===== config.mk =====
export PLATFORM = sky130hd
export DESIGN_NAME = axil_reg_top
export DESIGN_NICKNAME = d
export VERILOG_FILES = /design/src/verilog/axil_reg_pkg.sv /design/src/verilog/axil_reg_rd.sv /design/src/verilog/axil_reg_wr.sv /design/src/verilog/reg_bank.sv /design/src/verilog/axil_reg_top.sv
export VERILOG_INCLUDE_DIRS = /design/src /design/src/verilog
export SDC_FILE = /design/constraint.sdc
export NUM_CORES = 1
export LEC_CHECK = 0
export ABC_AREA = 1
export BUFFER_PORTS_ARGS = -buffer_cell sky130_fd_sc_hd__buf_2
export CORE_MARGIN = 1.5
export CORE_UTILIZATION = 54
export CTS_BUF_LIST = sky130_fd_sc_hd__clkbuf_4
export CTS_CLUSTER_SIZE = 14
export DETAILED_ROUTE_END_ITERATION = 8
export PLACE_DENSITY = 0.83
export SKIP_CTS_REPAIR_TIMING = 1
export SLEW_MARGIN = 10
export SYNTH_ARGS = -nofsm -noshare
export SYNTH_HDL_FRONTEND = slang
export SYNTH_SLANG_ARGS = --single-unit

===== constraint.sdc =====
create_clock -name clk -period 3.75 [get_ports clk]
set_clock_uncertainty 0.05 [all_clocks]
set_input_delay 0.9375 -clock clk [delete_from_list [all_inputs] [get_ports clk]]
set_output_delay 0.9375 -clock clk [all_outputs]
set_load 0.02 [all_outputs]

===== src/verilog/axil_reg_cfg.svh =====
// bus widths, timeout and register map for the axi4-lite register slave, included by every rtl file
`ifndef AXIL_REG_CFG_SVH
`define AXIL_REG_CFG_SVH

// axi4-lite bus
`define AXIL_DATA_WIDTH 32
`define AXIL_ADDR_WIDTH 16
`define AXIL_STRB_WIDTH 4        // one bit per byte lane

// cycles a strobe may wait for an ack before the access is forced to complete
`define REG_TIMEOUT 8

// register map, byte addresses of 32-bit words
`define REG_ADDR_ID       16'h0000   // read only
`define REG_ADDR_SCRATCH0 16'h0004
`define REG_ADDR_SCRATCH1 16'h0008
`define REG_ADDR_SCRATCH2 16'h000C
`define REG_ADDR_SCRATCH3 16'h0010
`define REG_ADDR_WR_COUNT 16'h0014   // read only, counts acked writes

`define REG_ID_VALUE 32'h5243_0001

`endif


===== src/verilog/axil_reg_pkg.sv =====
// shared types for the axi4-lite register slave, imported by the front ends, bank and top level
`default_nettype none

`include "axil_reg_cfg.svh"

package axil_reg_pkg;

    ////////////////////////////////////////////////////////////////////////////
    // register word, seen as one word or as byte lanes
    ////////////////////////////////////////////////////////////////////////////
    typedef union packed {
        logic [`AXIL_DATA_WIDTH-1:0]       word;    // whole word view
        logic [`AXIL_STRB_WIDTH-1:0][7:0] bytes;   // lane view for strobe merge
    } reg_word_t;

    ////////////////////////////////////////////////////////////////////////////
    // axi response codes
    ////////////////////////////////////////////////////////////////////////////
    typedef enum logic [1:0] {
        AXIL_RESP_OKAY   = 2'b00,   // only code this slave returns
        AXIL_RESP_EXOKAY = 2'b01,
        AXIL_RESP_SLVERR = 2'b10,
        AXIL_RESP_DECERR = 2'b11
    } axil_resp_t;

endpackage

`default_nettype wire


===== src/verilog/axil_reg_rd.sv =====
// axi4-lite read channels to a register read strobe with timeout, used as the read side of the top
`timescale 1ns/1ps
`default_nettype none

`include "axil_reg_cfg.svh"

module axil_reg_rd import axil_reg_pkg::*; (
    input  logic                        clk,
    input  logic                        rstn,

    // axi4-lite read slave
    input  logic [`AXIL_ADDR_WIDTH-1:0] s_axil_araddr,
    input  logic [2:0]                  s_axil_arprot,    // accepted, not checked
    input  logic                        s_axil_arvalid,
    output logic                        s_axil_arready,
    output logic [`AXIL_DATA_WIDTH-1:0] s_axil_rdata,
    output axil_resp_t                  s_axil_rresp,
    output logic                        s_axil_rvalid,
    input  logic                        s_axil_rready,

    // register read port
    output logic [`AXIL_ADDR_WIDTH-1:0] reg_rd_addr,
    output logic                        reg_rd_en,
    input  logic [`AXIL_DATA_WIDTH-1:0] reg_rd_data,
    input  logic                        reg_rd_ack
);

localparam int TIMEOUT_WIDTH = $clog2(`REG_TIMEOUT + 1);
localparam logic [TIMEOUT_WIDTH-1:0] TIMEOUT_LOAD = TIMEOUT_WIDTH'(`REG_TIMEOUT - 1);

logic [TIMEOUT_WIDTH-1:0]    timeout_count_reg, timeout_count_next;
logic [`AXIL_ADDR_WIDTH-1:0] araddr_reg, araddr_next;   // held read address
logic                        arvalid_reg, arvalid_next; // address held
logic [`AXIL_DATA_WIDTH-1:0] rdata_reg, rdata_next;
logic                        rvalid_reg, rvalid_next;
logic                        rd_en_reg, rd_en_next;

assign s_axil_arready = !arvalid_reg;    // free slot takes an address
assign s_axil_rdata   = rdata_reg;
assign s_axil_rresp   = AXIL_RESP_OKAY;
assign s_axil_rvalid  = rvalid_reg;

assign reg_rd_addr = araddr_reg;
assign reg_rd_en   = rd_en_reg;

////////////////////////////////////////////////////////////////////////////
// next state
////////////////////////////////////////////////////////////////////////////
always_comb begin
    timeout_count_next = timeout_count_reg;
    araddr_next        = araddr_reg;
    arvalid_next       = arvalid_reg;
    rdata_next         = rdata_reg;
    rvalid_next        = rvalid_reg && !s_axil_rready;   // drop once taken

    // ack or expired timeout ends the access, register the response
    if (rd_en_reg && (reg_rd_ack || timeout_count_reg == '0)) begin
        arvalid_next = 1'b0;
        rdata_next   = reg_rd_data;   // zero from the bank when unmapped
        rvalid_next  = 1'b1;
    end

    // empty slot, take a new address and rearm the timeout
    if (!arvalid_reg) begin
        araddr_next        = s_axil_araddr;
        arvalid_next       = s_axil_arvalid;
        timeout_count_next = TIMEOUT_LOAD;
    end

    if (rd_en_reg && timeout_count_reg != '0) begin
        timeout_count_next = timeout_count_reg - 1'b1;
    end

    // strobe only while the response slot is free
    rd_en_next = arvalid_next && !rvalid_next;
end

always_ff @(posedge clk) begin
    timeout_count_reg <= timeout_count_next;
    araddr_reg        <= araddr_next;
    arvalid_reg       <= arvalid_next;
    rdata_reg         <= rdata_next;
    rvalid_reg        <= rvalid_next;
    rd_en_reg         <= rd_en_next;

    if (!rstn) begin
        timeout_count_reg <= TIMEOUT_LOAD;
        arvalid_reg       <= 1'b0;
        rvalid_reg        <= 1'b0;
        rd_en_reg         <= 1'b0;
    end
end

endmodule

`default_nettype wire


===== src/verilog/axil_reg_wr.sv =====
// axi4-lite write channels to a register write strobe with timeout, used as the write side of the top
`timescale 1ns/1ps
`default_nettype none

`include "axil_reg_cfg.svh"

module axil_reg_wr import axil_reg_pkg::*; (
    input  logic                        clk,
    input  logic                        rstn,

    // axi4-lite write slave
    input  logic [`AXIL_ADDR_WIDTH-1:0] s_axil_awaddr,
    input  logic [2:0]                  s_axil_awprot,    // accepted, not checked
    input  logic                        s_axil_awvalid,
    output logic                        s_axil_awready,
    input  logic [`AXIL_DATA_WIDTH-1:0] s_axil_wdata,
    input  logic [`AXIL_STRB_WIDTH-1:0] s_axil_wstrb,
    input  logic                        s_axil_wvalid,
    output logic                        s_axil_wready,
    output axil_resp_t                  s_axil_bresp,
    output logic                        s_axil_bvalid,
    input  logic                        s_axil_bready,

    // register write port
    output logic [`AXIL_ADDR_WIDTH-1:0] reg_wr_addr,
    output logic [`AXIL_DATA_WIDTH-1:0] reg_wr_data,
    output logic [`AXIL_STRB_WIDTH-1:0] reg_wr_strb,
    output logic                        reg_wr_en,
    input  logic                        reg_wr_ack
);

localparam int TIMEOUT_WIDTH = $clog2(`REG_TIMEOUT + 1);
localparam logic [TIMEOUT_WIDTH-1:0] TIMEOUT_LOAD = TIMEOUT_WIDTH'(`REG_TIMEOUT - 1);

logic [TIMEOUT_WIDTH-1:0]    timeout_count_reg, timeout_count_next;
logic [`AXIL_ADDR_WIDTH-1:0] awaddr_reg, awaddr_next;
logic                        awvalid_reg, awvalid_next;   // address held
logic [`AXIL_DATA_WIDTH-1:0] wdata_reg, wdata_next;
logic [`AXIL_STRB_WIDTH-1:0] wstrb_reg, wstrb_next;
logic                        wvalid_reg, wvalid_next;     // data held
logic                        bvalid_reg, bvalid_next;
logic                        wr_en_reg, wr_en_next;

assign s_axil_awready = !awvalid_reg;
assign s_axil_wready  = !wvalid_reg;
assign s_axil_bresp   = AXIL_RESP_OKAY;
assign s_axil_bvalid  = bvalid_reg;

assign reg_wr_addr = awaddr_reg;
assign reg_wr_data = wdata_reg;
assign reg_wr_strb = wstrb_reg;
assign reg_wr_en   = wr_en_reg;

////////////////////////////////////////////////////////////////////////////
// next state
////////////////////////////////////////////////////////////////////////////
always_comb begin
    timeout_count_next = timeout_count_reg;
    awaddr_next        = awaddr_reg;
    awvalid_next       = awvalid_reg;
    wdata_next         = wdata_reg;
    wstrb_next         = wstrb_reg;
    wvalid_next        = wvalid_reg;
    bvalid_next        = bvalid_reg && !s_axil_bready;

    // access done, free both slots and post one response
    if (wr_en_reg && (reg_wr_ack || timeout_count_reg == '0)) begin
        awvalid_next = 1'b0;
        wvalid_next  = 1'b0;
        bvalid_next  = 1'b1;
    end

    // aw and w fill independently, in either order
    if (!awvalid_reg) begin
        awaddr_next  = s_axil_awaddr;
        awvalid_next = s_axil_awvalid;
    end
    if (!wvalid_reg) begin
        wdata_next  = s_axil_wdata;
        wstrb_next  = s_axil_wstrb;
        wvalid_next = s_axil_wvalid;
    end

    // rearm until both halves are held
    if (!awvalid_reg || !wvalid_reg) begin
        timeout_count_next = TIMEOUT_LOAD;
    end else if (wr_en_reg && timeout_count_reg != '0) begin
        timeout_count_next = timeout_count_reg - 1'b1;
    end

    wr_en_next = awvalid_next && wvalid_next && !bvalid_next;   // hold off under b stall
end

always_ff @(posedge clk) begin
    timeout_count_reg <= timeout_count_next;
    awaddr_reg        <= awaddr_next;
    awvalid_reg       <= awvalid_next;
    wdata_reg         <= wdata_next;
    wstrb_reg         <= wstrb_next;
    wvalid_reg        <= wvalid_next;
    bvalid_reg        <= bvalid_next;
    wr_en_reg         <= wr_en_next;

    if (!rstn) begin
        timeout_count_reg <= TIMEOUT_LOAD;
        awvalid_reg       <= 1'b0;
        wvalid_reg        <= 1'b0;
        bvalid_reg        <= 1'b0;
        wr_en_reg         <= 1'b0;
    end
end

endmodule

`default_nettype wire


===== src/verilog/reg_bank.sv =====
// register bank behind the axi4-lite front ends: id word, four scratch words and a write counter
`timescale 1ns/1ps
`default_nettype none

`include "axil_reg_cfg.svh"

module reg_bank import axil_reg_pkg::*; (
    input  logic                        clk,
    input  logic                        rstn,

    // read port
    input  logic [`AXIL_ADDR_WIDTH-1:0] reg_rd_addr,
    input  logic                        reg_rd_en,
    output reg_word_t                   reg_rd_data,
    output logic                        reg_rd_ack,

    // write port
    input  logic [`AXIL_ADDR_WIDTH-1:0] reg_wr_addr,
    input  reg_word_t                   reg_wr_data,
    input  logic [`AXIL_STRB_WIDTH-1:0] reg_wr_strb,
    input  logic                        reg_wr_en,
    output logic                        reg_wr_ack
);

reg_word_t                   scratch [4];
logic [`AXIL_DATA_WIDTH-1:0] wr_count;       // acked writes
logic [`AXIL_ADDR_WIDTH-1:0] rd_word_addr;   // byte offset dropped
logic [`AXIL_ADDR_WIDTH-1:0] wr_word_addr;
logic                        rd_hit;
logic                        wr_hit;
logic [3:0]                  wr_scratch_sel; // one hot

assign rd_word_addr = {reg_rd_addr[`AXIL_ADDR_WIDTH-1:2], 2'b00};
assign wr_word_addr = {reg_wr_addr[`AXIL_ADDR_WIDTH-1:2], 2'b00};

////////////////////////////////////////////////////////////////////////////
// read decode, zero and no ack when unmapped
////////////////////////////////////////////////////////////////////////////
always_comb begin
    reg_rd_data = '0;
    rd_hit      = 1'b1;
    case (rd_word_addr)
        `REG_ADDR_ID:       reg_rd_data.word = `REG_ID_VALUE;
        `REG_ADDR_SCRATCH0: reg_rd_data = scratch[0];
        `REG_ADDR_SCRATCH1: reg_rd_data = scratch[1];
        `REG_ADDR_SCRATCH2: reg_rd_data = scratch[2];
        `REG_ADDR_SCRATCH3: reg_rd_data = scratch[3];
        `REG_ADDR_WR_COUNT: reg_rd_data.word = wr_count;
        default:            rd_hit = 1'b0;
    endcase
end

assign reg_rd_ack = reg_rd_en && rd_hit;

////////////////////////////////////////////////////////////////////////////
// write decode, id and count are mapped but read only
////////////////////////////////////////////////////////////////////////////
always_comb begin
    wr_scratch_sel = '0;
    wr_hit         = 1'b1;
    case (wr_word_addr)
        `REG_ADDR_SCRATCH0: wr_scratch_sel[0] = 1'b1;
        `REG_ADDR_SCRATCH1: wr_scratch_sel[1] = 1'b1;
        `REG_ADDR_SCRATCH2: wr_scratch_sel[2] = 1'b1;
        `REG_ADDR_SCRATCH3: wr_scratch_sel[3] = 1'b1;
        `REG_ADDR_ID,
        `REG_ADDR_WR_COUNT: wr_hit = 1'b1;   // acked, nothing stored
        default:            wr_hit = 1'b0;
    endcase
end

assign reg_wr_ack = reg_wr_en && wr_hit;

// commit on the edge closing the ack cycle
always_ff @(posedge clk) begin
    if (!rstn) begin
        for (int i = 0; i < 4; i++) begin
            scratch[i] <= '0;
        end
        wr_count <= '0;
    end else if (reg_wr_ack) begin
        wr_count <= wr_count + 1'b1;   // every acked write counts
        for (int i = 0; i < 4; i++) begin
            for (int b = 0; b < `AXIL_STRB_WIDTH; b++) begin
                // only strobed lanes of the selected word
                if (wr_scratch_sel[i] && reg_wr_strb[b]) begin
                    scratch[i].bytes[b] <= reg_wr_data.bytes[b];
                end
            end
        end
    end
end

endmodule

`default_nettype wire


===== src/verilog/axil_reg_top.sv =====
// top level of the axi4-lite register slave, joins read and write front ends to the register bank
`timescale 1ns/1ps
`default_nettype none

`include "axil_reg_cfg.svh"

module axil_reg_top import axil_reg_pkg::*; (
    input  logic                        clk,
    input  logic                        rstn,

    // write address, data and response
    input  logic [`AXIL_ADDR_WIDTH-1:0] s_axil_awaddr,
    input  logic [2:0]                  s_axil_awprot,
    input  logic                        s_axil_awvalid,
    output logic                        s_axil_awready,
    input  logic [`AXIL_DATA_WIDTH-1:0] s_axil_wdata,
    input  logic [`AXIL_STRB_WIDTH-1:0] s_axil_wstrb,
    input  logic                        s_axil_wvalid,
    output logic                        s_axil_wready,
    output axil_resp_t                  s_axil_bresp,
    output logic                        s_axil_bvalid,
    input  logic                        s_axil_bready,

    // read address and data
    input  logic [`AXIL_ADDR_WIDTH-1:0] s_axil_araddr,
    input  logic [2:0]                  s_axil_arprot,
    input  logic                        s_axil_arvalid,
    output logic                        s_axil_arready,
    output logic [`AXIL_DATA_WIDTH-1:0] s_axil_rdata,
    output axil_resp_t                  s_axil_rresp,
    output logic                        s_axil_rvalid,
    input  logic                        s_axil_rready
);

// register side read port
logic [`AXIL_ADDR_WIDTH-1:0] reg_rd_addr;
logic                        reg_rd_en;
reg_word_t                   reg_rd_data;
logic                        reg_rd_ack;

// register side write port
logic [`AXIL_ADDR_WIDTH-1:0] reg_wr_addr;
logic [`AXIL_DATA_WIDTH-1:0] reg_wr_data;
logic [`AXIL_STRB_WIDTH-1:0] reg_wr_strb;
logic                        reg_wr_en;
logic                        reg_wr_ack;

axil_reg_rd i_axil_reg_rd (
    .clk            (clk),
    .rstn           (rstn),
    .s_axil_araddr  (s_axil_araddr),
    .s_axil_arprot  (s_axil_arprot),
    .s_axil_arvalid (s_axil_arvalid),
    .s_axil_arready (s_axil_arready),
    .s_axil_rdata   (s_axil_rdata),
    .s_axil_rresp   (s_axil_rresp),
    .s_axil_rvalid  (s_axil_rvalid),
    .s_axil_rready  (s_axil_rready),
    .reg_rd_addr    (reg_rd_addr),
    .reg_rd_en      (reg_rd_en),
    .reg_rd_data    (reg_rd_data),   // union passes as its word
    .reg_rd_ack     (reg_rd_ack)
);

axil_reg_wr i_axil_reg_wr (
    .clk            (clk),
    .rstn           (rstn),
    .s_axil_awaddr  (s_axil_awaddr),
    .s_axil_awprot  (s_axil_awprot),
    .s_axil_awvalid (s_axil_awvalid),
    .s_axil_awready (s_axil_awready),
    .s_axil_wdata   (s_axil_wdata),
    .s_axil_wstrb   (s_axil_wstrb),
    .s_axil_wvalid  (s_axil_wvalid),
    .s_axil_wready  (s_axil_wready),
    .s_axil_bresp   (s_axil_bresp),
    .s_axil_bvalid  (s_axil_bvalid),
    .s_axil_bready  (s_axil_bready),
    .reg_wr_addr    (reg_wr_addr),
    .reg_wr_data    (reg_wr_data),
    .reg_wr_strb    (reg_wr_strb),
    .reg_wr_en      (reg_wr_en),
    .reg_wr_ack     (reg_wr_ack)
);

reg_bank i_reg_bank (
    .clk         (clk),
    .rstn        (rstn),
    .reg_rd_addr (reg_rd_addr),
    .reg_rd_en   (reg_rd_en),
    .reg_rd_data (reg_rd_data),
    .reg_rd_ack  (reg_rd_ack),
    .reg_wr_addr (reg_wr_addr),
    .reg_wr_data (reg_wr_data),
    .reg_wr_strb (reg_wr_strb),
    .reg_wr_en   (reg_wr_en),
    .reg_wr_ack  (reg_wr_ack)
);

endmodule

`default_nettype wire


==> impl_metrics.yaml, run 1 <==
yosys:
  ys.flop_type: "edfxtp_1"
  async_reset_ff_frac: 0
  synth_top_area_share: 0.526
  yosys.area_share.simple: 0.277
  synth_compound_area_frac: 0.0445
  syn_inst: 1275
  synth_top_family_by_area: "simple AND/OR/NAND/NOR gates"
  synth_area_mm2: 0.0128
  synth_xor_area_frac: 0.0116
  synthAdderAreaFrac: 0.00293
  synth_enable_flop_cells: 224
  synth_warnings: 0
  synth_seq_cells: 271
  syn_area_per_cell_um2: 10.0
  ys_types: 38
  synth_area_leaders: "edfxtp_1, dfxtp_1, nand2_1, nand3_1, inv_1"
  synth.mux.area_fraction: 0
  synth_top_area_cell: "edfxtp_1"
  ys_seq_area_frac: 0.599
floorplan:
  start_util: 0.548
  fp.dieArea_mm2: 0.0246
  die_h_um: 157
  row_count: 56
  ios: 122
  core_mm2: 0.0233
  die_x_um: 157
timing:
  setup_violations: 0
  setup_slack_ns: 0.755
  fin_crit_ns: 3.00
  relSlewSlack: 0.480
  fmax_mhz: 334
  rsz0062_at_grt: "no"
  worst_slew_pin_slew_ns: 0.775
  fin_hold_ws_ns: 0.382
  fin_crit_sh: 0.799
  fin_tns_setup_ns: 0
  report.final.slew_viol_count: 0
  hold_violations: 0
layout:
  final_common_cell: "nand2_1"
  area.growth.synth_to_final_pct: 13.8
  finalInstanceArea_mm2: 0.0146
  fin_nets: 1507
  top_register: "i_reg_bank.scratch"
  largest_reg_flops: 128
  layout-drive-gt1-share: 0.233
  fin_cells: 1794
  final_util: 0.624
  final_cell_mix: "nand2_1, edfxtp_1, inv_1, nor2_1, buf_2"
clock_network:
  cts_num_sinks: 271
  cts_tree: "done"
  numCtsBuffers: 71
  clockBufferDepth: 3
  htree_levels: 3
  clk_root_buffer_cell: "clkbuf_4"
  worstSkewPairLatency_ns: 0.71
  clk_pin_slew_ns: 0.07
critical_path:
  start_kind: "flop"
  critPathKind: "reg2reg"
  crit_path_end_kind: "flop"
  crit_required_ns: 4.05
  crit_arrival_ns: 3.29
  path_max_fanout: 22
placement:
  postPlaceCellArea_mm2: 0.0136
  dpl.hpwl_um: 21100
  place_inst: 1669
  place.gp.congestion: 0.917
  pre_cts_ws_ns: 0.905
  portBuffers: 107
power:
  leakage_nw: 5.54
  vdd_drop_max_mv: 0.322
  power.total_mw: 6.34
  power_density_mw_per_mm2: 436
grt:
  first_global_vias: 9371
  grtUsageMet3: 0.0537
  grt_max_degree: 60
  grt_pass1_wl_um: 47700
  grtUsageMet2: 0.416
  antenna_found_initial: 1
  use_met1: 0.324
  top_usage_layer: "met2"
  grt.total_usage: 0.252
  overflow: 0
min_path:
  hp-class: "in2reg"
detailed_routing:
  via_count: 9814
  drtPass1Iterations: 5
  drc: 0
  wire_per_inst_um: 16.7
  avgViaCountPerCell: 5.47
  ant_nets: 0
  drtIter0Drc: 1043
  drt_wl_total_um: 29900
flow_run:
  drv_cap: 0
status:
  status: "finished, final reports clean"
[logic make-up (layout without fill, tap and decap cells)]
| kind of cell | after synthesis | in the layout |
|---|---|---|
| flip-flops | 271 | 271 |
| AO/OA/AOI/OAI | 110 | 110 |
| adder cells (fa/ha/maj) | 3 | 3 |
| AND/OR/NAND/NOR | 674 | 674 |
| XOR/XNOR | 17 | 17 |
| other | 1 | 5 |
| buffers and inverters | 199 | 395 |
[per-layer routing]
metal	routed length, um	part of all wire
met5	0	0
met4	856	0.029
met3	2770	0.093
met1	11800	0.40
met2	14500	0.48
[worst max-delay path, cell delays in order (launching register included)]
cell and delay, ns:
edfxtp_1 0.78, inv_2 0.27, nor2_1 0.19, nand2_1 0.07, nor2_1 0.19, nand2_1 0.23
nand2_1 0.21, nor2_1 0.09, nand3_1 0.10, nand2_1 0.10, inv_1 0.09, buf_4 0.28
[final timing paths]
kind              slack (ns)                                from  cells after the start                                 end
hold reg to reg         0.42  i_axil_reg_wr.timeout_count_reg[3]                      2  i_axil_reg_wr.timeout_count_reg[3]
hold / removal          0.38                   s_axil_araddr[14]                      1       i_axil_reg_rd.reg_rd_addr[14]
setup reg to reg        0.75        i_axil_reg_rd.reg_rd_addr[2]                     11      i_axil_reg_rd.s_axil_rdata[18]
setup / recovery        0.75        i_axil_reg_rd.reg_rd_addr[2]                     11      i_axil_reg_rd.s_axil_rdata[18]
[where the power goes]
part / switching [mW] / internal (mW)
Clock: 1.19 / 1.48
Sequential: 0.0568 / 3.36
Combinational: 0.201 / 0.0587
Total: 1.45 / 4.89
[cells in the mapped netlist (4+ instances only)]
cell type / instances
nor2_4: 5
buf_2: 13
nand3_2: 4
clkbuf_1: 25
edfxtp_1: 224
a21oi_1: 57
xor2_1: 17
dfxtp_1: 47
nand4_1: 30
nand4_2: 5
nand3_1: 105
buf_4: 7
nor3_1: 64
nand3b_1: 4
nor3_2: 48
inv_1: 139
o21ai_1: 6
nor2_2: 16
inv_2: 9
nand4_4: 9
o21ai_0: 41
nand2_2: 4
nor2_1: 134
nand2_1: 238
[area by class of cell]
cell class	instances	area [um^2]
inverter	148	558
timing repair buffer	123	668
clock inverter	27	211
clock buffer	97	728
tap	319	399
multi-input combinational	808	4320
antenna	1	2.50
sequential	271	7670
fill	1826	8780
Note: power is estimated with default switching activity, not from simulation.
==> inputs of run 2 (changes only) <==
Settings changed: ABC_AREA 1 to 0.
Clock period 3.75 ns to 2.8 ns, I/O delays scaled along.
==> run 2 against run 1 <==
- critical path depth decreased by 9
- utilization is 2.0 points higher
- power grew 30%
- sequential share of layout area up 5.8 points
- flip-flop and latch count unchanged
- first-iteration DRC count fell by 26%
- final cell count is 23% lower
- sequential power grew 34%
- area after synthesis is 12% lower
- combinational power grew 39%
- design area fell by 9.9%
- non-clock buffer count up 21
- critical path type is now reg2out
==> impl_metrics.yaml, run 2 <==
power:
  power.total_mw: 8.22
  power_density_mw_per_mm2: 627
  leakage_nw: 5.04
  vdd_drop_max_mv: 0.393
layout:
  final_common_cell: "edfxtp_1"
  final_util: 0.644
  top_register: "i_reg_bank.scratch"
  n_fill_cell: 1497
  final_cell_mix: "edfxtp_1, nor2_1, buf_2, clkbuf_4, nand2_1"
  largest_reg_flops: 128
  layout-drive-gt1-share: 0.257
  area.growth.synth_to_final_pct: 16.2
  seq_area_mm2: 0.00767
  multiInputGateArea_mm2: 0.00335
  fin_nets: 1139
clock_network:
  cts_tree: "done"
  clockBufferDepth: 3
  htree_levels: 3
  worstSkewPairLatency_ns: 0.69
  cts_num_sinks: 271
  clk_pin_slew_ns: 0.07
  clk_root_buffer_cell: "clkbuf_4"
  numCtsBuffers: 69
grt:
  use_met1: 0.308
  overflow: 0
  antenna_found_initial: 1
  first_global_vias: 7939
  grtUsageMet2: 0.382
  grtUsageMet3: 0.0559
  grt_pass1_wl_um: 40400
  grt_max_degree: 58
  grt.total_usage: 0.242
  top_usage_layer: "met2"
yosys:
  yosys-top-cells-count: "edfxtp_1, nor2_1, nand2_1"
  synth_top_area_cell: "edfxtp_1"
  syn_area_per_cell_um2: 12.7
  synth_compound_area_frac: 0.0704
  ys_types: 62
  async_reset_ff_frac: 0
  synth_area_leaders: "edfxtp_1, dfxtp_1, nor2_1, mux2i_1, nand2_1"
  synth.mux.area_fraction: 0.0486
  ys.flop_type: "edfxtp_1"
  synthAdderAreaFrac: 0.00332
  ys_seq_area_frac: 0.679
  synth_top_area_share: 0.596
  synth_warnings: 0
  synth_xor_area_frac: 0.0163
  syn_inst: 886
  synth_top_family_by_area: "simple AND/OR/NAND/NOR gates"
  yosys.area_share.simple: 0.155
  synth_area_mm2: 0.0113
  synth_most_common_cell: "edfxtp_1"
  synth_enable_flop_cells: 224
  synth_seq_cells: 271
floorplan:
  die_x_um: 148
  ios: 122
  die_h_um: 148
  fp.dieArea_mm2: 0.0218
  core_mm2: 0.0204
  row_count: 52
  start_util: 0.554
flow_run:
  drv_cap: 0
timing:
  setup_violations: 0
  worst_slew_pin_slew_ns: 0.665
  fin_crit_ns: 2.55
  rsz0062_at_grt: "no"
  fmax_mhz: 392
  setup_slack_ns: 0.247
  report.final.slew_viol_count: 0
  relSlewSlack: 0.557
  fin_crit_sh: 0.912
  fin_tns_setup_ns: 0
  hold_violations: 0
critical_path:
  crit_arrival_ns: 1.80
  cp-startpoint: "i_axil_reg_wr.wvalid_reg"
  start_kind: "flop"
  crit_required_ns: 2.05
  critPathKind: "reg2out"
  crit_path_end_kind: "output pin"
  path_max_fanout: 15
  r2r_start: "i_axil_reg_wr.reg_wr_addr[5]"
placement:
  dpl.hpwl_um: 16800
  pre_cts_ws_ns: 0.309
  portBuffers: 107
  place.gp.congestion: 0.867
detailed_routing:
  drc: 0
  ant_nets: 0
  drtPass1Iterations: 5
  via_count: 7844
  avgViaCountPerCell: 5.69
  drt_wl_total_um: 25500
  wire_per_inst_um: 18.5
  drtIter0Drc: 767
min_path:
  holdCritStartpoint: "s_axil_awaddr[6]"
  hp-class: "in2reg"
status:
  status: "finished, final reports clean"
[run 2: cell types whose count changed after synthesis, sizes merged, moves of 17 or more]
| cell | previous run | this run |
|---|---|---|
| a22oi | 0 | 25 |
| mux2i | 0 | 38 |
| nand3 | 110 | 17 |
| nand4 | 44 | 11 |
| nor2 | 156 | 121 |
| o21ai | 50 | 27 |
| nor3 | 115 | 20 |
| nand2 | 244 | 91 |
| and2 | 0 | 36 |
| o22ai | 1 | 21 |
| a21oi | 57 | 14 |
| inv | 148 | 18 |
| xnor2 | 0 | 17 |
[run 2: power by group]
| group | internal (mW) | total (mW) | switching, mW | leakage, nW |
|---|---|---|---|---|
| Clock | 1.72 | 3.28 | 1.56 | 0.516 |
| Combinational | 0.133 | 0.362 | 0.229 | 1.83 |
| Sequential | 4.49 | 4.58 | 0.0875 | 2.69 |
| Total | 6.35 | 8.22 | 1.88 | 5.04 |
[run 2: layer usage]
layer  vias up  part of all wire
met2       408              0.48
met1      3734              0.40
li1       3636                 -
met5         -                 0
met4         0             0.036
met3        66             0.091
[run 2: cell families after synthesis]
kind of cell	Yosys count
flops	271
simple gates	350
fa+ha+maj	3
compound gates	120
buf+inv	67
mux	53
xor+xnor	21
other cells	1
[run 2: area by class of cell]
type | instances | share of cell area
flip-flops and latches | 271 | 0.585
clock buffers | 99 | 0.0567
repair buffers | 144 | 0.0630
inverters | 18 | 0.00515
diodes | 1 | 0.000191
multi-input cells | 551 | 0.256
well taps | 270 | 0.0258
clock inverters | 24 | 0.00897
[run 2: through the flow]
stage / instances / cell area (um^2) / hold WS, ns
after global placement: 1254 / 12300 / 0.389
after global routing: 1378 / 13100 / 0.122
after floorplan: 889 / 11300 / 0.375
after CTS: 1377 / 13100 / 0.0944
after detailed placement: 1254 / 12300 / 0.397
final: 1378 / 13100 / 0.141
[run 2: worst paths after layout]
path | cells after the start | slack, ns | endpoint
max | 2 | 0.25 | s_axil_wready
min | 1 | 0.14 | i_axil_reg_wr.reg_wr_addr[6]
max reg2reg | 5 | 0.28 | i_reg_bank.scratch[0][119]
min reg2reg | 1 | 0.41 | i_axil_reg_wr.awvalid_reg
[run 2: worst max-delay path, stage by stage (launching register included)]
cell and delay, ns:
dfxtp_1 0.34, inv_1 0.50, buf_2 0.29
